[src/hw/frontend_pkg.sv]
/*
  frontend package
  address and page widths, link memory layout and the branch kinds
  shared by the fetch front end
*/
package frontend_pkg;

  localparam int ADDR_W      = 48;   // virtual fetch address
  localparam int PAGE_OFS_W  = 12;   // 4 KiB pages
  localparam int PPN_W       = 36;
  localparam int FETCH_BYTES = 16;   // one fetch block per cycle

  // link memory, translations low and spilled return addresses high
  localparam int LINK_AW = 7;
  localparam int LINK_W  = 48;
  localparam logic [LINK_AW-1:0] TRANS_BASE = 7'd0;
  localparam logic [LINK_AW-1:0] RAS_BASE   = 7'd64;

  typedef enum logic [1:0] {
    BR_COND = 2'd0,
    BR_JUMP = 2'd1,
    BR_CALL = 2'd2,
    BR_RET  = 2'd3
  } branch_kind_t;

endpackage

[src/hw/direction_predictor.sv]
/*
  direction predictor
  three single-bit tables combined by xor, indexed by address,
  address and history, and history alone; a mispredict flips one
  table bit, rotating A, B, C
*/
`timescale 1ns/1ns

module direction_predictor #(
  parameter int PRED_IDX_W = 8,
  parameter int HIST_W     = 8
) (
  input  logic                            clk,
  input  logic                            rst,
  input  logic [frontend_pkg::ADDR_W-1:0] lookup_ip,
  output logic                            taken,
  output logic [HIST_W-1:0]               history,
  input  logic                            shift_valid,
  input  logic                            upd_valid,
  input  logic                            upd_cond,
  input  logic [frontend_pkg::ADDR_W-1:0] upd_ip,
  input  logic [HIST_W-1:0]               upd_history,
  input  logic                            upd_taken
);
  import frontend_pkg::*;

  localparam int OFS_W    = $clog2(FETCH_BYTES);
  localparam int HALF_W   = PRED_IDX_W / 2;
  localparam int TBL_SIZE = 1 << PRED_IDX_W;

  logic [TBL_SIZE-1:0]   tbl_a;
  logic [TBL_SIZE-1:0]   tbl_b;
  logic [TBL_SIZE-1:0]   tbl_c;
  logic [1:0]            rot;   // next table to train
  logic [PRED_IDX_W-1:0] la, lb, lc;
  logic [PRED_IDX_W-1:0] ua, ub, uc;

  function automatic logic [PRED_IDX_W-1:0] idx_a(input logic [ADDR_W-1:0] ip);
    return ip[OFS_W +: PRED_IDX_W];
  endfunction

  function automatic logic [PRED_IDX_W-1:0] idx_b(input logic [ADDR_W-1:0] ip,
                                                  input logic [HIST_W-1:0] hist);
    return {ip[OFS_W +: HALF_W], hist[PRED_IDX_W-HALF_W-1:0]};
  endfunction

  assign la = idx_a(lookup_ip);
  assign lb = idx_b(lookup_ip, history);
  assign lc = history[PRED_IDX_W-1:0];
  assign ua = idx_a(upd_ip);
  assign ub = idx_b(upd_ip, upd_history);
  assign uc = upd_history[PRED_IDX_W-1:0];

  assign taken = tbl_a[la] ^ tbl_b[lb] ^ tbl_c[lc];

  always_ff @(posedge clk) begin
    if (rst) begin
      tbl_a   <= '0;
      tbl_b   <= '0;
      tbl_c   <= '0;
      history <= '0;
      rot     <= 2'd0;
    end else if (upd_valid) begin
      history <= {upd_history[HIST_W-2:0], upd_taken};   // repair from retirement
      if (upd_cond) begin
        case (rot)
          2'd0:    tbl_a[ua] <= ~tbl_a[ua];
          2'd1:    tbl_b[ub] <= ~tbl_b[ub];
          default: tbl_c[uc] <= ~tbl_c[uc];
        endcase
        rot <= (rot == 2'd2) ? 2'd0 : rot + 2'd1;
      end
    end else if (shift_valid) begin
      history <= {history[HIST_W-2:0], taken};
    end
  end

endmodule

[config.mk]
export PLATFORM = sky130hd
export DESIGN_NAME = direction_predictor
export DESIGN_NICKNAME = d
export VERILOG_FILES = /design/src/hw/frontend_pkg.sv /design/src/hw/direction_predictor.sv
export SDC_FILE = /design/constraint.sdc
export NUM_CORES = 2
export LEC_CHECK = 0
export ABC_AREA = 1
export BUFFER_PORTS_ARGS = -buffer_cell sky130_fd_sc_hd__buf_4
export CORE_ASPECT_RATIO = 0.7
export CORE_MARGIN = 8
export CORE_UTILIZATION = 32
export CTS_CLUSTER_SIZE = 20
export DETAILED_ROUTE_END_ITERATION = 8
export SYNTH_ARGS = -nofsm -noshare
export SYNTH_HDL_FRONTEND = slang
export SYNTH_SLANG_ARGS = --single-unit
[constraint.sdc]
create_clock -name clk -period 4.9 [get_ports clk]
set_input_delay 0.735 -clock clk [delete_from_list [all_inputs] [get_ports clk]]
set_output_delay 0.735 -clock clk [all_outputs]
set_load 0.01 [all_outputs]
# After elaboration in Yosys (flattened, before gate mapping)
# Cells that the tools add are included.
[op_classes]
addsub = 1
order_cmp = 9
eq_ne = 2
muxes = 24
bitwise = 6
n_reduce_logical = 10
[op_table]
columns = ["op", "n"]
rows = [
  ["$bwmux 256", 3],
  ["$lt 8x9->1 const B", 6],
  ["$bmux 1 s8", 6],
  ["$demux 1 s8", 3],
  ["$ge 8x1->1 const B", 3],
  ["$mux 8", 2],
  ["$mux 1", 9],
  ["$reduce_and 3->1", 3],
  ["$not 1->1", 4],
  ["$logic_and 1x1->1", 3],
  ["$add 2x1->2 const B", 1],
  ["$eq 2x1->1 const B", 1],
  ["$eq 2x2->1 const B", 1],
  ["$logic_not 2->1", 1],
  ["$mux 2", 1],
  ["$reduce_and 2->1", 1],
  ["$reduce_bool 2->1", 1],
  ["$reduce_or 2->1", 1],
  ["$xor 1x1->1", 2],
]
[totals]
register_bits = 778
in_bits = 110
out_inout_bits = 9
word_cells = 57

# Longest topological paths before layout
[logic_depth]
depth_word = 6
depth_mapped = 19
mapped_depth_nobuf = 17

# Worst setup path after synthesis
# Ideal clock, no wire load.
[synth_path]
kind = "input -> output"
start = "input port lookup_ip[5] (netlist name)"
end = "output port taken"
arrival_time_ns = 2.344
required_time_ns = 4.165
setup_slack_ns = 1.821
stages = 17
n_path_buf = 3
path_cell_list = "buf_2 -> inv_2 -> clkbuf_1 -> clkbuf_1 -> nand3_1 -> nand3_1 -> nand3_1 -> nand3_1 -> nand2_1 -> nand2_1 -> nand3_1 -> nand2_1 -> nand2_1 -> nand2_1 -> nand2_1 -> nand3_1 -> nand2_1"
[synth_via]
elab_chain_len = 4
word_cells_on_any_way = 6
cone_classes = "mux (4); bitwise (2)"
[synth_lines]
columns = ["item", "line_no", "source"]
rows = [
  ["start: declaration", "direction_predictor.sv:15", "input logic [frontend_pkg::ADDR_W-1:0] lookup_ip,"],
  ["$bmux 1 s8", "direction_predictor.sv:54", "assign taken = tbl_a[la] ^ tbl_b[lb] ^ tbl_c[lc];"],
  ["$mux 1 (not written as such)", "direction_predictor.sv:54", ""],
  ["$xor 1x1->1 (*) (2 in a row)", "direction_predictor.sv:54", ""],
  ["end: declaration", "direction_predictor.sv:16", "output logic taken,"],
]
# Every way passes the cells marked *; elsewhere a longest branch is shown, timed or not. The select of a mux whose other input is x is not followed.

# Worst setup path after layout
[layout_path]
start = "register history[2]"
end = "output port taken"
[layout_via]
elab_chain_len = 4
word_cells_on_any_way = 6
cone_classes = "mux (4); bitwise (2)"
[layout_lines]
columns = ["item", "line_no", "source"]
rows = [
  ["start: declaration", "direction_predictor.sv:17", "output logic [HIST_W-1:0] history,"],
  ["start signal: assignment", "direction_predictor.sv:64", "history <= {upd_history[HIST_W-2:0], upd_taken};"],
  ["start signal: assignment", "direction_predictor.sv:74", "history <= {history[HIST_W-2:0], taken};"],
  ["$bmux 1 s8", "direction_predictor.sv:54", ""],
  ["$mux 1 (not written as such)", "direction_predictor.sv:54", ""],
  ["$xor 1x1->1", "direction_predictor.sv:54", ""],
  ["$xor 1x1->1 (*)", "direction_predictor.sv:54", ""],
]
# Marks and branches as above.

==> metrics.cfg <==
[critical_path]
path_class=register to primary output
cpPeakStageDelay_ps=760
cp.required_ps=4160
crit_family=buffers and inverters
cp-start-kind=register
crit_fanout=52
crit_buf_inv=5
path_cells=clkinv_2 -> buf_4 -> buf_4 -> nand3_1 -> nand3_1 -> nand3_1 -> nand2_1 -> nand2_1 -> nand3_1 -> nand3_1 -> nand2_1 -> inv_1 -> nand3_1 -> nand2_1 -> buf_4
path_common_cell=nand3_1
end_kind=primary output
cp.arrival_ps=3950
slowest_stage=buf_4

[power]
power_w=0.01509
max-vdd-ir-drop_v=0.0002249
power.density_mw_per_mm2=335.8
leakagePower_nw=15.45

[cts]
clk_pin_slew_ps=60
clockBufferDepth=3
clock-root-buffer=clkbuf_16
ctsResizeCount=0
cts_tree=built
ctsHoldBuffers=0
htree_levels=3
cts_setup_buffers=0
clock-sinks=778
clkLatencyLatePin_ps=670
cts_buffers=89

[grt]
grtUsageTotal_pct=22.66
gr-total-overflow=0
grt_max_degree=156
grt_pass1_wl_um=249800
antenna_found_initial=2
grt_pass1_vias=40452

[timing]
setup_viol=0
skew_ps=25.38
post-route-period-util_pct=95.53
whs_ps=323.1
maxSlewHeadroom_pct=10.44
tightest_slew_ps=1340
rsz0062_at_grt=no
final_hold_viol_count=0
fmax_mhz=213.6
final.setup.tns_ps=0
layout_min_cycle_time_ps=4681
slew_violations=0

[yosys]
syn_nets=6250
synth.avg_cell_area_um2=6.559
synth.largest_area_cell=dfxtp_1
synth.distinct_cells=26
synth_seq_cells=778
syn_area_mm2=0.04027
yosys-top-cells-area=dfxtp_1 (39%), o21ai_0 (12%), a21oi_1 (9.6%)
synth-edff-count=0
synth_top_area_share_pct=38.67
synthCells=6140
seq_area_frac_synth_pct=38.67
synthFlopType=dfxtp_1
synthMostInstantiatedCell=o21ai_0
async_reset_ff_share_pct=0
synth_common_cells=o21ai_0 (969), nand2_1 (952), nor2_1 (831)
yosys_warnings=0

[place]
gp_congestion=0.8907
place_area_mm2=0.04211
dp_hpwl_um=92500
dp_cells=7453
port_buffers=38

[finish]
stdcell_count=7610
multiInputGateArea_mm2=0.02216
num_antenna_cells=0
drive_gt1_share_pct=5.635
fin_area_mm2=0.04495
finish.net_count=5989
register_area_mm2=0.01559
area_delta_synth_final_pct=11.62
fillCellCount=13047

[detailed_routing]
via_per_inst=5.883
drt-initial-drc-count=7004
wl_per_cell_um=21.80
drcViolationCount=0
drt-total-wl_um=165900
vias=44766
ant_nets=0
firstDrtPassIters=6

[flow_run]
cap_violations=0

[floorplan]
fp.dieArea_mm2=0.1376
fp.dieH_um=312.8
core_mm2=0.1256
initial_core_util_pct=32.06
fp.dieW_um=440.0
rows=109
pin_count=119

[outcome]
outcome=completed

[min_path]
hold_class=input pin to register

## sequential cells by signal, summed over array words and instances (netlist names)
name,cells
tbl_a,256
tbl_b,256
tbl_c,256
history,8
rot,2
## cell usage in the layout, fill, tap and decap left out, types with 82 or more instances in the layout
cell type	Yosys	final
a21oi_1	774	774
nand3_1	754	754
dfxtp_1	778	774
clkbuf_16	0	93
o22ai_1	384	384
inv_1	85	82
o21ai_0	969	969
nand2_1	952	948
nor2_1	831	826
buf_4	33	135
## metal layers
metal  track usage [%]  vias to the layer above  wire length, um
met5            0.1402                        -               13
met1             32.12                    20609            70310
met4             8.995                        2             6554
met3             5.416                      487            19980
met2             32.91                     2710            69050
li1                  -                    20958                -
## final cells by class
type | instances | share of cell area (%)
multi-input cells | 4735 | 49.29
flip-flops and latches | 778 | 34.68
clock buffers | 137 | 5.901
well taps | 1665 | 4.634
repair buffers | 179 | 4.214
inverters | 96 | 0.8601
clock inverters | 20 | 0.4286
## worst register-to-register path, cell delays in order (launching register included)
cell	delay [ps]
dfxtp_4	370
clkinv_2	50
buf_4	760
buf_4	490
nand3_1	180
nand3_1	100
nand3_1	270
nand2_1	160
nand2_1	60
nand3_1	80
nand3_1	110
nand2_1	110
nand3_1	80
nand2_1	250
nand2_1	100
a21oi_1	140
## worst paths after layout
check / start / endpoint / slack, ps / cells past startpoint
hold / removal: rst / rot[0]$_SDFFE_PP0P_ / 320 / 2
setup reg to reg: history[2]$_SDFFE_PP0P_ / history[0]$_SDFFE_PP0P_ / 1520 / 15
setup / recovery: history[2]$_SDFFE_PP0P_ / taken / 220 / 15
hold reg to reg: rot[0]$_SDFFE_PP0P_ / rot[0]$_SDFFE_PP0P_ / 500 / 2
## where the power goes
part           total [W]  switching (W)  internal, W  leakage [nW]
clock network    0.00666        0.00280      0.00387          1.41
logic            0.00208        0.00157     0.000511          7.78
registers        0.00635      0.0000221      0.00633          6.27
## stage by stage
stage | utilization, % | worst slack [ps]
2_1_floorplan | - | 1821
3_3_place_gp | 33.52 | 839.3
3_5_place_dp | 33.52 | 878.7
4_1_cts | 35.79 | 340.7
5_1_grt | 35.79 | 180.3
6_report | 35.79 | 218.9
## kinds of logic after synthesis
logic type / after synthesis / share of synthesized area (%)
and+or+nand+nor: 2580 / 26.65
AOI/OAI and AO/OA: 2155 / 28.19
DFF: 778 / 38.67
buffers and inverters: 627 / 6.484
(Power assumes the default switching activity.)
