File: src/hw/frontend_pkg.sv
/*
  frontend package
  address and page widths, link memory layout and the branch kinds
  shared by the fetch front end
*/
package frontend_pkg;

  localparam int ADDR_W      = 48;   // virtual fetch address
  localparam int PAGE_OFS_W  = 12;   // 4 KiB pages
  localparam int PPN_W       = 36;
  localparam int FETCH_BYTES = 16;   // one fetch block per cycle

  // link memory, translations low and spilled return addresses high
  localparam int LINK_AW = 7;
  localparam int LINK_W  = 48;
  localparam logic [LINK_AW-1:0] TRANS_BASE = 7'd0;
  localparam logic [LINK_AW-1:0] RAS_BASE   = 7'd64;

  typedef enum logic [1:0] {
    BR_COND = 2'd0,
    BR_JUMP = 2'd1,
    BR_CALL = 2'd2,
    BR_RET  = 2'd3
  } branch_kind_t;

endpackage

File: src/hw/link_mem_if.sv
/*
  link memory interface
  one requester port of the shared link memory, seen from the
  requester, the arbiter and the memory
*/
`timescale 1ns/1ns

interface link_mem_if;
  import frontend_pkg::*;

  logic               req;
  logic               we;
  logic [LINK_AW-1:0] addr;
  logic [LINK_W-1:0]  wdata;
  logic               gnt;     // same cycle as req
  logic [LINK_W-1:0]  rdata;   // cycle after a granted read

  modport requester (output req, we, addr, wdata, input gnt, rdata);
  modport arbiter   (input req, we, addr, wdata, output gnt, rdata);
  modport memory    (input req, we, addr, wdata, output rdata);

endinterface

File: src/hw/page_translator.sv
/*
  page translator
  untagged direct lookup of the fetch page in link memory, one
  pending translation write, fetch result paired with read data
*/
`timescale 1ns/1ns

module page_translator #(
  parameter int TRANS_IDX_W = 6
) (
  input  logic                                                clk,
  input  logic                                                rst,
  input  logic [frontend_pkg::ADDR_W-1:0]                     ip,
  input  logic                                                wr_valid,
  input  logic [frontend_pkg::ADDR_W-frontend_pkg::PAGE_OFS_W-1:0] wr_vpn,
  input  logic [frontend_pkg::PPN_W-1:0]                      wr_ppn,
  output logic                                                accept,
  output logic                                                fetch_valid,
  output logic [frontend_pkg::ADDR_W-1:0]                     fetch_ip,
  output logic [frontend_pkg::PPN_W+frontend_pkg::PAGE_OFS_W-1:0] fetch_pa,
  link_mem_if.requester                                       mem
);
  import frontend_pkg::*;

  logic                   wr_pend;
  logic [TRANS_IDX_W-1:0] wr_idx;
  logic [PPN_W-1:0]       wr_data;
  logic [TRANS_IDX_W-1:0] idx;
  logic [ADDR_W-1:0]      acc_ip;

  assign idx = wr_pend ? wr_idx : ip[PAGE_OFS_W +: TRANS_IDX_W];

  assign mem.req   = 1'b1;   // lookup every cycle
  assign mem.we    = wr_pend;
  assign mem.addr  = TRANS_BASE + LINK_AW'(idx);
  assign mem.wdata = LINK_W'(wr_data);

  assign accept = mem.gnt & ~wr_pend;

  always_ff @(posedge clk) begin
    if (rst) begin
      wr_pend     <= 1'b0;
      fetch_valid <= 1'b0;
    end else begin
      fetch_valid <= accept;
      if (wr_pend) begin
        wr_pend <= ~mem.gnt;   // new writes dropped meanwhile
      end else begin
        wr_pend <= wr_valid;
      end
    end
  end

  always_ff @(posedge clk) begin
    if (wr_valid && !wr_pend) begin
      wr_idx  <= wr_vpn[TRANS_IDX_W-1:0];
      wr_data <= wr_ppn;
    end
    if (accept) begin
      acc_ip <= ip;
    end
  end

  assign fetch_ip = acc_ip;
  assign fetch_pa = {mem.rdata[PPN_W-1:0], acc_ip[PAGE_OFS_W-1:0]};

endmodule

File: src/flat_wrapper.sv
// flat-port wrapper written by rule: the top's interface ports become plain ports
module page_translator_flat import frontend_pkg::*;
#(
  parameter int TRANS_IDX_W = 6
)
  (clk, rst, ip, wr_valid, wr_vpn, wr_ppn, accept, fetch_valid, fetch_ip, fetch_pa, mem_req, mem_we, mem_addr, mem_wdata, mem_gnt, mem_rdata);
  link_mem_if mem_i ();
  input  logic clk;
  input  logic rst;
  input  logic [frontend_pkg::ADDR_W-1:0] ip;
  input  logic wr_valid;
  input  logic [frontend_pkg::ADDR_W-frontend_pkg::PAGE_OFS_W-1:0] wr_vpn;
  input  logic [frontend_pkg::PPN_W-1:0] wr_ppn;
  output logic accept;
  output logic fetch_valid;
  output logic [frontend_pkg::ADDR_W-1:0] fetch_ip;
  output logic [frontend_pkg::PPN_W+frontend_pkg::PAGE_OFS_W-1:0] fetch_pa;
  output wire logic [$bits(mem_i.req)-1:0] mem_req;
  output wire logic [$bits(mem_i.we)-1:0] mem_we;
  output wire logic [$bits(mem_i.addr)-1:0] mem_addr;
  output wire logic [$bits(mem_i.wdata)-1:0] mem_wdata;
  input wire logic [$bits(mem_i.gnt)-1:0] mem_gnt;
  input wire logic [$bits(mem_i.rdata)-1:0] mem_rdata;
  assign mem_req = mem_i.req;
  assign mem_we = mem_i.we;
  assign mem_addr = mem_i.addr;
  assign mem_wdata = mem_i.wdata;
  assign mem_i.gnt = mem_gnt;
  assign mem_i.rdata = mem_rdata;
  page_translator #(.TRANS_IDX_W(TRANS_IDX_W)) u_core (.clk(clk), .rst(rst), .ip(ip), .wr_valid(wr_valid), .wr_vpn(wr_vpn), .wr_ppn(wr_ppn), .accept(accept), .fetch_valid(fetch_valid), .fetch_ip(fetch_ip), .fetch_pa(fetch_pa), .mem(mem_i));
endmodule
File: config.mk
export PLATFORM = sky130hd
export DESIGN_NAME = page_translator_flat
export DESIGN_NICKNAME = d
export VERILOG_FILES = /design/src/hw/frontend_pkg.sv /design/src/hw/link_mem_if.sv /design/src/hw/page_translator.sv /design/src/flat_wrapper.sv
export SDC_FILE = /design/constraint.sdc
export NUM_CORES = 1
export LEC_CHECK = 0
export ABC_AREA = 0
export BUFFER_PORTS_ARGS = -buffer_cell sky130_fd_sc_hd__buf_2
export CAP_MARGIN = 20
export CORE_AREA = 5 5 125 127
export CTS_CLUSTER_DIAMETER = 50
export CTS_CLUSTER_SIZE = 25
export DETAILED_ROUTE_END_ITERATION = 16
export DIE_AREA = 0 0 130 132
export SLEW_MARGIN = 20
export SYNTH_ARGS = -nofsm -noshare
export SYNTH_HDL_FRONTEND = slang
export SYNTH_SLANG_ARGS = --single-unit
export TNS_END_PERCENT = 30
File: constraint.sdc
create_clock -name clk -period 3.8 [get_ports clk]
set_input_delay 0.38 -clock clk [delete_from_list [all_inputs] [get_ports clk]]
set_output_delay 0.38 -clock clk [all_outputs]
set_load 0.01 [all_outputs]
Word-level counts from Yosys, hierarchy flattened

Index checks and enable logic that the tools add are counted.

Bits in registers: 92
Output and inout port bits: 155

Bitwise gates (word level): 3
Reductions and logical operators: 2
Muxes and demuxes: 2

Operator list:

| kind                | number |
|---|---|
| $mux W6             | 1 |
| $not A1 Y1          | 2 |
| $and A1 B1 Y1       | 1 |
| $logic_and A1 B1 Y1 | 1 |
| $logic_not A1 Y1    | 1 |
| $mux W1             | 1 |

Depth between registers and ports, before layout

Word-level depth: 2
Gate-level depth with buffers: 3
Gate-level depth less buffers: 2

Worst setup path before layout

No wires, ideal clock.

Path kind: register to register
Start: reg u_core.wr_pend (netlist: u_core.mem.we)
End: reg u_core.wr_data[0], enable pin
Clock period less this slack: 2.835 ns
Slack: 0.965 ns
Path buffers: 1
Arrival time: 2.388 ns
Cell stages (with the launch flop): 3
Setup time: 0.446 ns
Cell sequence: dfxtp_1 -> buf_6 -> nor2b_1

Word-level cells in the longest chain between the ends: 2

Ends and longest elaborated chain:

| what                   | RTL line              | RTL |
|---|---|---|
| from (decl)            | page_translator.sv:25 | `logic wr_pend;` |
| from (signal assigned) | page_translator.sv:47 | `wr_pend <= ~mem.gnt;` |
| from (signal assigned) | page_translator.sv:49 | `wr_pend <= wr_valid;` |
| $logic_not A1 Y1       | page_translator.sv:55 | `if (wr_valid && !wr_pend) begin` |
| $logic_and A1 B1 Y1    | page_translator.sv:55 |  |
| to (signal assigned)   | page_translator.sv:57 | `wr_data <= wr_ppn;` |
| to (decl)              | page_translator.sv:27 | `logic [PPN_W-1:0] wr_data;` |

Every way passes these cells.
A chain may end at the register's enable or synchronous reset.

Worst setup path in the final report

Start: reg u_core.wr_pend (netlist: u_core.mem.we)
End: out accept

Word-level cells in the longest chain between the ends: 2

Ends and longest elaborated chain:

| what          | RTL line              | RTL |
|---|---|---|
| $not A1 Y1    | page_translator.sv:38 | `assign accept = mem.gnt & ~wr_pend;` |
| $and A1 B1 Y1 | page_translator.sv:38 |  |
| to (decl)     | flat_wrapper.sv:14    | `output logic accept;` |

Every way passes these cells.

==> results by group <==
Layout
  – Area grow syn2layout: 33.4%
  – Layout cell share with drive strength beyond 1: 0.670
  – Commonest non-fill, non-tap cell in the layout: buf_2
  – Fillers: ~1.5k
  – Commonest non-fill, non-tap cells in the layout: buf_2, edfxtp_1, conb_1, clkbuf_16, mux2_4
  – Multi-input logic area: slightly below 200 um^2
  – Final nets: 500
  – Register area: roughly 2700 um^2
  – Post-layout util: 0.313

Detailed routing
  – Routed vias: 1,933
  – Met3 WL: approximately 1100 um
  – Antenna viol nets, final: 0
  – Vias/cell: approximately 3.7
  – DRT Wirelength: 8180 um
  – DR WL/cell: 15.8 um
  – Initial DRC Count: around 120
  – DR top layer: met5
  – Total DRC errors in the routed layout: 0
  – M1 WL: between 2000 and 3000 um
  – Met2 WL: between 4000 and 5000 um
  – First-pass detailed-route iteration total: 4

Logic synthesis
  – Sequential area share after synthesis: 0.817
  – Avg Inst Size Synth: between 15 and 20 um^2
  – Synth Warn #: 0
  – Register bit total from synthesis: between 90 and 100
  – Synth Cell Area: between 3000 and 4000 um^2
  – Mapped Cells: ~170
  – Synth area leaders: edfxtp_1, buf_4, mux2_4, dfxtp_1, a211oi_2
  – Yosys top cell area share: 0.805
  – Dominant cell type by area after synthesis: edfxtp_1
  – Cell variety after synth: 11

Run
  – MaxCap Viol Count: 0

Pwr
  – Share of power burned in registers: 0.538
  – Pleak: between 1.5 and 2 nW
  – Logic gate share of total power: 0.094
  – P_int: around 1.7 mW
  – Power share of the clock group: 0.367
  – Switch Pwr: around 500 uW
  – Tot Pwr: 2.24 mW
  – Worst vdd ir: 0.327 mV
  – Sw frac: 0.230
  – PwrDens: between 500 and 600 nW/um^2

STA
  – Tcrit/Tclk final: 0.584
  – Max Slew Vio Count: 0
  – Fin Setup TNS: 0 ns
  – Hold Vio Cnt, Final: 0
  – Fmax: 451 MHz
  – Slew HR: 0.500
  – Final min period: about 2.2 ns
  – Skew final: 0.00631 ns
  – Hold_ws: about 0.21 ns
  – RSZ-0062 raised after global routing: no
  – Final setup violation count: 0
  – Worst-margin pin slew: ~0.75 ns

Floorplanning
  – Core Area: roughly 14,000 um^2
  – Die width: ~130 um
  – Initial Util: 0.234
  – Die Ht: 132 um
  – Die ar.: approximately 17,000 um^2
  – I/O pin count: around 330
  – Row Count: 44

Status
  – Status: completed

Global route
  – Total gr overflow: 0
  – First-pass GRT wire length: about 12,000 um
  – Total GRT Usage: 0.0935
  – Initial antenna violation count: 2
  – Number of global-route vias before repair: 2,092
  – Largest net degree at the start of global routing: 43

Critical path
  – Cells on worst reg2reg path: 2
  – Crit path max fanout: 25
  – CP arrival: 1.84 ns
  – Critical path origin: u_core.mem.we
  – Critical path class: reg -> out
  – Crit. End Element: output port
  – Reg2Reg Setup Slack: 1.97 ns
  – FF-to-FF Start: u_core.mem.we
  – Reg2reg end: u_core.fetch_ip[8]
  – Worst EP required: roughly 3.4 ns
  – Critical Path End: accept
  – Setup crit start kind: register

Clock tree
  – Hold Buf Count CTS: 0
  – H-tree depth: 3
  – Maximum buffer depth of the clock tree: 2
  – Clock Sink Count: 92
  – Clock transition at the registers of the reported paths: 0.07 ns
  – Num CTS Buffers: 9
  – CTS tree: done
  – Clk Latency, worst-skew pair: roughly 0.34 ns
  – Post-cts resize count: 0
  – Post-CTS Setup Bufs: 0
  – Root Driver: clkbuf_16

Min path
  – Min-Delay Path Class: in -> reg

Place
  – RePlAce Congestion: around 0.71
  – Hpwl dp: around 6600 um
  – Port buffer count: approximately 200
## stage by stage
stage / cell area [um^2] / std cells / setup WS [ns]
after floorplan: 3400 / 180 / 0.965
after global placement: 4180 / 500 / 1.95
after detailed placement: 4180 / 500 / 1.89
after CTS: 4450 / 516 / 1.51
after global routing: 4480 / 518 / 1.39
final: 4480 / 518 / 1.58
## synthesized netlist by cell type
master    instances
a211oi_2          1
and2b_1           1
buf_4            62
buf_6             1
conb_1            2
dfxtp_1           2
edfxtp_1         90
mux2_4            6
nor2_1            1
nor2b_1           1
nor2b_2           1
## how the worst min path moves through the flow
stage	to	cells after the start	slack, ns	start
2_1_floorplan	u_core.mem.we	1	0.45	rst
3_3_place_gp	u_core.wr_data[33]	1	0.56	wr_ppn[33]
3_5_place_dp	u_core.wr_data[29]	1	0.56	wr_ppn[29]
4_1_cts	u_core.wr_data[29]	1	0.19	wr_ppn[29]
5_1_grt	u_core.wr_data[15]	1	0.18	wr_ppn[15]
6_report	u_core.wr_data[29]	1	0.21	wr_ppn[29]
## worst max-delay path, stage by stage, from the launching register on
cell     delay, ns
dfxtp_1       0.53
nor2b_4       0.70
buf_2         0.26
## layer usage
layer,global-route usage,up-vias
li1,-,855
met1,0.0899,905
met2,0.154,152
met3,0.0571,19
met4,0.0508,2
met5,0,-
## cell families after synthesis
| kind of cell | count (synthesis) | synth area share |
|---|---|---|
| other | 2 | 0.00224 |
| flip-flops | 92 | 0.817 |
| AO/OA/AOI/OAI | 1 | 0.00373 |
| multiplexers | 6 | 0.0268 |
| AND/OR/NAND/NOR | 4 | 0.00783 |
| buffers and inverters | 63 | 0.142 |
## power by group through the flow
stage	logic, mW	registers, mW	clock network (mW)
after floorplan	0.111	1.26	0
after CTS	0.214	1.21	0.856
final	0.212	1.21	0.825
after detailed placement	0.214	1.23	0
after global routing	0.231	1.21	0.911
after global placement	0.210	1.23	0
## final cells by class
type / instances / share of cell area
antenna: 1 / 0.000559
clock inverter: 7 / 0.0115
sequential: 92 / 0.613
timing repair buffer: 200 / 0.230
clock buffer: 9 / 0.0503
multi-input combinational: 25 / 0.0433
tap: 184 / 0.0514
## registers in the layout (all words and copies together), names as in the netlist
| name | cells |
|---|---|
| u_core.wr_idx | 6 |
| u_core.fetch_valid | 1 |
| u_core.fetch_ip | 48 |
| u_core.mem.we | 1 |
| u_core.wr_data | 36 |
(Power assumes the default switching activity.)
