### config.mk
export PLATFORM = sky130hd
export DESIGN_NAME = link_arbiter_flat
export DESIGN_NICKNAME = d
export VERILOG_FILES = /design/src/hw/frontend_pkg.sv /design/src/hw/link_mem_if.sv /design/src/hw/link_arbiter.sv /design/src/flat_wrapper.sv
export SDC_FILE = /design/constraint.sdc
export NUM_CORES = 1
export LEC_CHECK = 0
export BUFFER_PORTS_ARGS = -buffer_cell sky130_fd_sc_hd__buf_4
export CAP_MARGIN = 20
export CORE_AREA = 8 8 116 118
export CTS_BUF_LIST = sky130_fd_sc_hd__clkbuf_16
export DETAILED_ROUTE_END_ITERATION = 10
export DIE_AREA = 0 0 124 126
export GPL_TIMING_DRIVEN = 0
export PLACE_DENSITY = 0.49
export SYNTH_ARGS = -nofsm -noshare
export SYNTH_HDL_FRONTEND = slang
export SYNTH_SLANG_ARGS = --single-unit
### constraint.sdc
create_clock -name clk -period 2.1 [get_ports clk]
set_clock_uncertainty 0.05 [all_clocks]
set_input_delay 0 -clock clk [delete_from_list [all_inputs] [get_ports clk]]
set_output_delay 0 -clock clk [all_outputs]
set_load 0.05 [all_outputs]
### src/hw/frontend_pkg.sv
/*
  frontend package
  address and page widths, link memory layout and the branch kinds
  shared by the fetch front end
*/
package frontend_pkg;

  localparam int ADDR_W      = 48;   // virtual fetch address
  localparam int PAGE_OFS_W  = 12;   // 4 KiB pages
  localparam int PPN_W       = 36;
  localparam int FETCH_BYTES = 16;   // one fetch block per cycle

  // link memory, translations low and spilled return addresses high
  localparam int LINK_AW = 7;
  localparam int LINK_W  = 48;
  localparam logic [LINK_AW-1:0] TRANS_BASE = 7'd0;
  localparam logic [LINK_AW-1:0] RAS_BASE   = 7'd64;

  typedef enum logic [1:0] {
    BR_COND = 2'd0,
    BR_JUMP = 2'd1,
    BR_CALL = 2'd2,
    BR_RET  = 2'd3
  } branch_kind_t;

endpackage

### src/hw/link_mem_if.sv
/*
  link memory interface
  one requester port of the shared link memory, seen from the
  requester, the arbiter and the memory
*/
`timescale 1ns/1ns

interface link_mem_if;
  import frontend_pkg::*;

  logic               req;
  logic               we;
  logic [LINK_AW-1:0] addr;
  logic [LINK_W-1:0]  wdata;
  logic               gnt;     // same cycle as req
  logic [LINK_W-1:0]  rdata;   // cycle after a granted read

  modport requester (output req, we, addr, wdata, input gnt, rdata);
  modport arbiter   (input req, we, addr, wdata, output gnt, rdata);
  modport memory    (input req, we, addr, wdata, output rdata);

endinterface

### src/hw/link_arbiter.sv
/*
  link memory arbiter
  fixed priority, return stack first, page translator otherwise;
  read data goes back to whoever won the read
*/
`timescale 1ns/1ns

module link_arbiter (
  input logic           clk,
  input logic           rst,
  link_mem_if.arbiter   ras,
  link_mem_if.arbiter   trans,
  link_mem_if.requester mem
);

  logic ras_rd_q;   // last granted read belonged to the stack

  assign ras.gnt   = ras.req;
  assign trans.gnt = trans.req & ~ras.req;

  assign mem.req   = ras.req | trans.req;
  assign mem.we    = ras.req ? ras.we    : trans.we;
  assign mem.addr  = ras.req ? ras.addr  : trans.addr;
  assign mem.wdata = ras.req ? ras.wdata : trans.wdata;

  always_ff @(posedge clk) begin
    if (rst) begin
      ras_rd_q <= 1'b0;
    end else begin
      ras_rd_q <= ras.req & ~ras.we;
    end
  end

  // steer registered read data
  assign ras.rdata   = ras_rd_q ? mem.rdata : '0;
  assign trans.rdata = ras_rd_q ? '0 : mem.rdata;

endmodule

### src/flat_wrapper.sv
// flat-port wrapper written by rule: the top's interface ports become plain ports
module link_arbiter_flat 
  (clk, rst, ras_req, ras_we, ras_addr, ras_wdata, ras_gnt, ras_rdata, trans_req, trans_we, trans_addr, trans_wdata, trans_gnt, trans_rdata, mem_req, mem_we, mem_addr, mem_wdata, mem_gnt, mem_rdata);
  link_mem_if ras_i ();
  link_mem_if trans_i ();
  link_mem_if mem_i ();
  input logic clk;
  input logic rst;
  input wire logic [$bits(ras_i.req)-1:0] ras_req;
  input wire logic [$bits(ras_i.we)-1:0] ras_we;
  input wire logic [$bits(ras_i.addr)-1:0] ras_addr;
  input wire logic [$bits(ras_i.wdata)-1:0] ras_wdata;
  output wire logic [$bits(ras_i.gnt)-1:0] ras_gnt;
  output wire logic [$bits(ras_i.rdata)-1:0] ras_rdata;
  input wire logic [$bits(trans_i.req)-1:0] trans_req;
  input wire logic [$bits(trans_i.we)-1:0] trans_we;
  input wire logic [$bits(trans_i.addr)-1:0] trans_addr;
  input wire logic [$bits(trans_i.wdata)-1:0] trans_wdata;
  output wire logic [$bits(trans_i.gnt)-1:0] trans_gnt;
  output wire logic [$bits(trans_i.rdata)-1:0] trans_rdata;
  output wire logic [$bits(mem_i.req)-1:0] mem_req;
  output wire logic [$bits(mem_i.we)-1:0] mem_we;
  output wire logic [$bits(mem_i.addr)-1:0] mem_addr;
  output wire logic [$bits(mem_i.wdata)-1:0] mem_wdata;
  input wire logic [$bits(mem_i.gnt)-1:0] mem_gnt;
  input wire logic [$bits(mem_i.rdata)-1:0] mem_rdata;
  assign ras_i.req = ras_req;
  assign ras_i.we = ras_we;
  assign ras_i.addr = ras_addr;
  assign ras_i.wdata = ras_wdata;
  assign ras_gnt = ras_i.gnt;
  assign ras_rdata = ras_i.rdata;
  assign trans_i.req = trans_req;
  assign trans_i.we = trans_we;
  assign trans_i.addr = trans_addr;
  assign trans_i.wdata = trans_wdata;
  assign trans_gnt = trans_i.gnt;
  assign trans_rdata = trans_i.rdata;
  assign mem_req = mem_i.req;
  assign mem_we = mem_i.we;
  assign mem_addr = mem_i.addr;
  assign mem_wdata = mem_i.wdata;
  assign mem_i.gnt = mem_gnt;
  assign mem_i.rdata = mem_rdata;
  link_arbiter u_core (.clk(clk), .rst(rst), .ras(ras_i), .trans(trans_i), .mem(mem_i));
endmodule
=== Word level (Yosys, flattened, before mapping) ===
Cells that the tools add are included.
W data, S select, Z words.

* Bits in registers: 1
* Word-level logic and storage cells: 11
* Output and inout port bits: 155

* Bitwise logic cells: 5
* Mux-type cells: 5

{| class="wikitable"
|+ Operator list
! operator !! number
|-
| $mux W48 || 3
|-
| $mux W7 || 1
|-
| $and A1 B1 Y1 || 2
|-
| $not A1 Y1 || 2
|-
| $mux W1 || 1
|-
| $or A1 B1 Y1 || 1
|}

=== Logic depth before layout (Yosys ltp) ===
Gate-level depths: netlist of the first run.

* Depth after elaboration: 2
* Depth in mapped cells: 4

=== Least setup slack after synthesis of the first run ===
OpenSTA, ideal clock, no wires.

* Path type: register -> output
* Start point: reg u_core.ras_rd_q
* End point: out trans_rdata[25]
* Buffers on the path: 2
* Cell stages (with the launch flop): 4
* Data required time: 2.050 ns
* Arrival time: 1.351 ns
* Setup slack: 0.699 ns
* Cell sequence: dfxtp_1 -> buf_2 -> buf_2 -> nor2b_1

* Longest elaborated chain between the ends: 1

{| class="wikitable"
|+ Ends and longest elaborated chain
! what !! RTL line !! RTL
|-
| start, declared || link_arbiter.sv:16 || <nowiki>logic ras_rd_q;</nowiki>
|-
| start signal, assigned || link_arbiter.sv:30 || <nowiki>ras_rd_q <= ras.req & ~ras.we;</nowiki>
|-
| $mux W48 || link_arbiter.sv:36 || <nowiki>assign trans.rdata = ras_rd_q ? '0 : mem.rdata;</nowiki>
|-
| end, declared || flat_wrapper.sv:20 || <nowiki>output wire logic [$bits(trans_i.rdata)-1:0] trans_rdata;</nowiki>
|}

No other way between the ends.

=== Worst setup path after layout of the first run ===
* Start point: reg u_core.ras_rd_q
* End point: out trans_rdata[17]

Same word-level chain as after synthesis.

==> results.ini, run 1 <==
[synth]
synth_top_area_cell = mux2_2
synthArstFlopShare = 0
synthTopCellsByCount = mux2_2 (49), and2_1 (48), nor2b_1 (47), buf_2 (10), mux2_4 (7)
synthCells = 174
synth_ff_type = dfxtp_1
synth-edff-count = 0
syn_avg_cell_area_um2 = 8.08
syn_area_um2 = 1410
synth_area_leaders = mux2_2 (39%), and2_1 (21%), nor2b_1 (21%), mux2_4 (7.5%), buf_2 (3.6%)
yosysTopAreaCellShare = 0.392
synth_warnings = 0
ys_ff_latch = 1
yosysSeqAreaShare = 0.0142
synth_fp_nets = 339
ys_types = 12
post-synth-top-count-cell = mux2_2

[worst_setup_path]
max_stage_delay_ps = 410
startpoint_type = flop
slowest_stage = dfxtp_1
cp.required_ps = 2050
crit_buf_inv = 3
cp.depth = 4
crit_arrival_ps = 1300
crit_type = reg -> out
path_delay_family = buffers and inverters
endpoint_kind = output port
timing.critical_path.mode_cell = buf_2
critPathMaxFanout = 10
crit_chain = buf_2, buf_2, and2b_1, buf_4

[die]
die_y_um = 126
ios = 320
fp-row-count = 40
core-area_um2 = 11700
die_area_um2 = 15600
start_util = 0.120
die_w_um = 124

[place]
placedInstanceArea_um2 = 3970
numPortBuffers = 317
finalWeightedCongestion = 0.788
place_inst = 638
dpl.hpwl_um = 11500

[routing]
drt-total-wl_um = 12300
post_drt_wl_per_cell_um = 19.2
vias_per_cell = 3.83
drc_errors = 0
drt_iter0_drc = 31
ant_nets = 0
first_pass_iters = 3
vias = 2443

[global_route]
antenna_found_initial = 0
grt_pass1_vias = 2824
grt_pass1_wl_um = 16900
overflow = 0
grt_usage = 0.139
grt_max_degree = 11

[final_layout]
largest_register_ffs = 1
design_area_um2 = 3970
syn2layout_area_growth_pct = 182
fin_cells = 638
layout.nets = 658
drive_above_1_share = 0.788
n_antenna_cell = 0
largestRegisters = u_core.ras_rd_q x1
top_register = u_core.ras_rd_q

[hold_path]
holdCritPathClass = in -> reg
hold_depth = 2

[clocking]
path_clk_slew_ps = 0
cts_resized = 0
cts_setup_buffers = 0
cts_hold_buf = 0

[sta]
hold_violations = 0
max_freq_mhz = 740
min_period_ps = 1350
fin_crit_sh = 0.643
slew_headroom = 0.717
tightestPinTransition_ps = 424
fin_setup_tns_ps = 0
maxSlewViolCount = 0
rsz0062_at_grt = no
finalSetupViolCount = 0

[pwr]
power.leakage_nw = 2.16
ir_drop_uv = 161
power_density_nw_per_um2 = 355

[status]
status = complete, no violations

[flow_run]
maxCapViolCount = 0

## per-layer routing
| metal | vias to the layer above | routed length (um) | global-route usage |
|---|---|---|---|
| li1 | 1200 | - | - |
| met1 | 1057 | 3920 | 0.126 |
| met2 | 184 | 6440 | 0.279 |
| met3 | 2 | 1870 | 0.0661 |
| met4 | 0 | 40 | 0.00420 |
| met5 | - | 0 | 0 |
## layout make-up
cell class / instances / area (um2)
plain buffers: 18 / 106
fillers: 1279 / 7740
multi-input cells: 155 / 1280
flip-flops and latches: 1 / 20.0
well taps: 147 / 184
repair buffers: 317 / 2380
## logic make-up (layout without fill, tap and decap cells)
group / count (synthesis) / count (layout) / share of synthesized area
buf+inv: 18 / 335 / 0.0756
flops: 1 / 1 / 0.0142
mux: 56 / 56 / 0.467
simple gates: 99 / 99 / 0.443
## power by group
group / switching (mW) / internal [mW]
clock network: 0 / 0
registers: 0.00130 / 0.0202
logic: 0.852 / 0.536
total: 0.853 / 0.557
## metrics by stage
stage | total power [mW] | worst slack [ps] | hold slack, ps | util
detailed placement | 1.42 | 714 | 147 | 0.339
finish | 1.41 | 749 | 138 | 0.339
floorplan | 0.854 | 699 | 25.1 | -
global route | 1.47 | 649 | 164 | 0.339
CTS | 1.43 | 711 | 144 | 0.339
global placement | 1.42 | 757 | 144 | 0.339
## worst paths after layout
| path | startpoint | end | slack, ps |
|---|---|---|---|
| max | u_core.ras_rd_q | trans_rdata[17] | 750 |
| min | rst | u_core.ras_rd_q | 140 |
## cell usage in the layout (no fill, tap or decap), drive strengths merged
| cell | count |
|---|---|
| buf | 331 |
| mux2 | 56 |
| and2 | 48 |
| nor2b | 47 |
| clkbuf | 4 |
| and2b | 2 |
| or2 | 1 |
| nor3b | 1 |
| dfxtp | 1 |
No activity file was read; power rests on OpenSTA's default activity.
==> run 2, diff against run 1 <==
ABC_AREA = 1   (was unset)
CORE_AREA = 8 8 118 120   (was 8 8 116 118)
DIE_AREA = 0 0 126 128   (was 0 0 124 126)
PLACE_DENSITY = 0.5   (was 0.49)
clock period = 1.3 ns   (was 2.1 ns; I/O delays follow)
==> results.ini, run 2 <==
[status]
status = complete, no violations

[synth]
synthMuxAreaShare = 0
synth_top_area_cell = nand2_1
synth-edff-count = 0
synthTopCellsByCount = nand2_1 (218), inv_1 (98), nor2_1 (50), buf_2 (12), buf_6 (10)
ys_ff_latch = 1
yosysTopAreaCellShare = 0.514
synthCells = 393
synth_top_family_by_area = simple AND/OR/NAND/NOR gates
synth_fp_nets = 558
yosysSeqAreaShare = 0.0126
ys_types = 8
synthArstFlopShare = 0
post-synth-top-count-cell = nand2_1
synth-compound-area-share = 0
synthXorXnorAreaFrac = 0
synth_area_leaders = nand2_1 (51%), inv_1 (23%), nor2_1 (12%), buf_6 (7.1%), buf_2 (3.8%)
syn_area_um2 = 1590
synth_warnings = 0
synthAdderAreaFrac = 0
syn_avg_cell_area_um2 = 4.05
synth_ff_type = dfxtp_1
yosys.area_share.simple = 0.632

[final_layout]
layout.nets = 877
top_register = u_core.ras_rd_q
final-seq-area_um2 = 20.0
multi_input_area_um2 = 1010
largestRegisters = u_core.ras_rd_q x1
n_fill_cell = 1377
fin_cells = 860
post-route-util = 0.341
layout_commonest_cell = buf_4
largest_register_ffs = 1
syn2layout_area_growth_pct = 161
drive_above_1_share = 0.483
n_antenna_cell = 0
layout_common_cells = buf_4 (320), nand2_1 (218), inv_1 (98)

[sta]
rsz0062_at_grt = no
finalSetupViolCount = 0
maxSlewViolCount = 0
fin_crit_sh = 0.892
tightestPinTransition_ps = 216
slew_headroom = 0.856
max_freq_mhz = 862
min_period_ps = 1160
hold_violations = 0

[routing]
first_pass_iters = 5
vias_per_cell = 3.81
post_drt_wl_per_cell_um = 14.2
drt_iter0_drc = 72
drt-total-wl_um = 12200
ant_nets = 0
vias = 3276
drc_errors = 0

[hold_path]
holdCritPathClass = in -> reg

[clocking]
cts_resized = 0
cts_setup_buffers = 0
cts_hold_buf = 0
path_clk_slew_ps = 0

[global_route]
antenna_found_initial = 0
overflow = 0
grt_pass1_vias = 3381
grt_pass1_wl_um = 18100
grt_usage = 0.136
grt_max_degree = 11

[worst_setup_path]
startpoint_type = flop
critPathMaxFanout = 10
cp.required_ps = 1250
endpoint_kind = output port
crit_type = reg -> out
crit_arrival_ps = 1110

[place]
dpl.hpwl_um = 11100
place_inst = 860
finalWeightedCongestion = 0.848
numPortBuffers = 317

[die]
die_y_um = 128
ios = 320
core-area_um2 = 12200
die_area_um2 = 16100
die_w_um = 126
start_util = 0.130
fp-row-count = 41

[pwr]
power.leakage_nw = 3.08
power_density_nw_per_um2 = 552
ir_drop_uv = 239

[flow_run]
maxCapViolCount = 0

## run 2: cell count changes after synthesis, sizes merged, moves of 4 or more
cell | previous run | this run
and2 | 48 | 0
nor2b | 47 | 0
clkbuf | 4 | 0
nor2 | 0 | 50
nand2 | 0 | 218
inv | 0 | 99
mux2 | 56 | 0
buf | 14 | 25
## run 2: routing by layer
metal / wire length, um / part of all wire / GRT usage / up-vias
li1: - / - / - / 1692
met1: 4380 / 0.36 / 0.133 / 1388
met2: 6290 / 0.51 / 0.267 / 192
met3: 1510 / 0.12 / 0.0628 / 4
met4: 54 / 0.0044 / 0.00566 / 0
met5: 0 / 0 / 0 / -
## run 2: path summary, 6_finish.rpt
path                           to  cells past startpoint             from  slack, ps
setup / recovery  trans_rdata[17]                      5  u_core.ras_rd_q        140
hold / removal    u_core.ras_rd_q                      2              rst        120
## run 2: cell families (layout without fill, tap and decap cells)
family                 after synthesis  after routing
flip-flops                           1              1
AND/OR/NAND/NOR                    268            268
buffers and inverters              124            441
## run 2: worst max-delay path: stages (launching register included)
cell and delay, ps:
dfxtp_1 300, buf_2 170, buf_6 160, buf_6 140, nor2_1 130, buf_4 210
## run 2: area by class of cell
type / instances / share of cell area
tap: 150 / 0.0451
inverter: 99 / 0.0893
sequential: 1 / 0.00481
buffer: 25 / 0.0469
multi-input combinational: 268 / 0.242
timing repair buffer: 317 / 0.572
## run 2: per-stage QoR
stage / TNS [ps] / power, mW / hold slack, ps / instance area [um2] / worst slack (ps)
2_1_floorplan: -3210 / 1.37 / 21.5 / 1590 / -80.1
3_3_place_gp: 0 / 2.31 / 120 / 4160 / 82.9
3_5_place_dp: 0 / 2.32 / 122 / 4160 / 110
4_1_cts: 0 / 2.33 / 122 / 4160 / 110
5_1_grt: 0 / 2.43 / 132 / 4160 / 49.1
6_report: 0 / 2.30 / 121 / 4160 / 140
## run 2: power by group
part	total [mW]	switching [mW]	internal [mW]
registers	0.0333	0.000739	0.0326
clock network	0	0	0
logic	2.26	1.47	0.799
total	2.30	1.47	0.831
==> run 3, diff against run 2 <==
SETUP_SLACK_MARGIN = 0.2   (was unset)
==> results.ini, run 3 (synthesized netlist as in run 2, its figures left out) <==
[status]
status = complete, no violations

[global_route]
grt_max_degree = 11
overflow = 0
grt_usage = 0.143
grt_pass1_vias = 3587
antenna_found_initial = 0
grt_pass1_wl_um = 19100

[sta]
max_freq_mhz = 915
fin_setup_tns_ps = 0
holdWs_ps = 104
slew_headroom = 0.866
finalSetupViolCount = 0
tightestPinTransition_ps = 201
fin_crit_sh = 0.841
min_period_ps = 1090
maxSlewViolCount = 0
hold_violations = 0
rsz0062_at_grt = yes

[worst_setup_path]
endpoint_kind = output port
startpoint_type = flop
cp.required_ps = 1250
crit_arrival_ps = 1040
crit_type = reg -> out
critPathMaxFanout = 10
startpoint = u_core.ras_rd_q

[routing]
vias = 3317
vias_per_cell = 3.84
first_pass_iters = 4
drt_iter0_drc = 58
post_drt_wl_per_cell_um = 14.6
ant_nets = 0
drt-total-wl_um = 12600
drc_errors = 0

[pwr]
power_density_nw_per_um2 = 526
ir_drop_uv = 254
power.leakage_nw = 3.24

[final_layout]
largest_register_ffs = 1
largestRegisters = u_core.ras_rd_q x1
drive_above_1_share = 0.543
n_fill_cell = 1380
layout_common_cells = buf_4 (273), nand2_1 (218), inv_1 (98)
fin_cells = 863
top_register = u_core.ras_rd_q
syn2layout_area_growth_pct = 201
n_antenna_cell = 0
layout_commonest_cell = buf_4
design_area_um2 = 4800
layout.nets = 880

[die]
start_util = 0.130
fp-row-count = 41
ios = 320
core-area_um2 = 12200
die_y_um = 128
die_w_um = 126
die_area_um2 = 16100

[place]
finalWeightedCongestion = 0.772
dpl.hpwl_um = 11300
place_inst = 860
placedInstanceArea_um2 = 4460
numPortBuffers = 317

[clocking]
cts_hold_buf = 0
path_clk_slew_ps = 0

[hold_path]
holdCritPathClass = in -> reg
min_from = rst

[flow_run]
maxCapViolCount = 0

## run 3: cell count changes in the layout (fill, tap and decap cells not counted), moves of 6 or more
cell and change:
buf_4 -47, nor2_4 +40, buf_6 +37, buf_8 +10, nor2_1 -40, buf_2 -6
## run 3: cell type report
| cell class | instances | area [um2] | share of cell area |
|---|---|---|---|
| repair buffers | 320 | 2650 | 0.553 |
| multi-input cells | 268 | 1310 | 0.272 |
| plain buffers | 25 | 258 | 0.0537 |
| well taps | 150 | 188 | 0.0391 |
| flip-flops and latches | 1 | 21.3 | 0.00444 |
| inverters | 99 | 372 | 0.0775 |
## run 3: per-layer routing
layer	GRT usage	up-vias	share of wire
li1	-	1703	-
met3	0.0657	0	0.12
met4	0	0	0
met2	0.285	194	0.53
met5	0	-	0
met1	0.139	1420	0.35
## run 3: stage by stage
stage          worst slack [ps]  total power [mW]   util
6_report                    207              2.52  0.393
5_1_grt                     184              2.66  0.393
4_1_cts                     191              2.51  0.384
3_5_place_dp               6.73              2.41  0.365
3_3_place_gp               3.06              2.41  0.365
2_1_floorplan              12.7              1.47      -
## run 3: critical path: stages (launching register included)
cell	delay, ps
dfxtp_2	320
buf_6	130
buf_12	150
buf_12	160
nor2_4	120
buf_8	150
## run 3: where the power goes
group | internal [mW] | switching [mW] | total (mW)
sequential | 0.0329 | 0.00149 | 0.0343
combinational | 0.936 | 1.55 | 2.49
clock | 0 | 0 | 0
total | 0.969 | 1.55 | 2.52
## run 3: final timing paths
check / end / slack (ps) / cells past startpoint
worst max-delay path: trans_rdata[33] / 210 / 5
worst min-delay path: u_core.ras_rd_q / 100 / 2
## run 3: repair_timing
item / 4_1_cts / 5_1_grt
resized for setup: 50 / 32
hold endpoints to repair: 0 / 0
gates cloned: 1 / 0
buffers inserted: 2 / 0
endpoints found under the setup margin: 92 / 74
pin swaps: 0 / 2
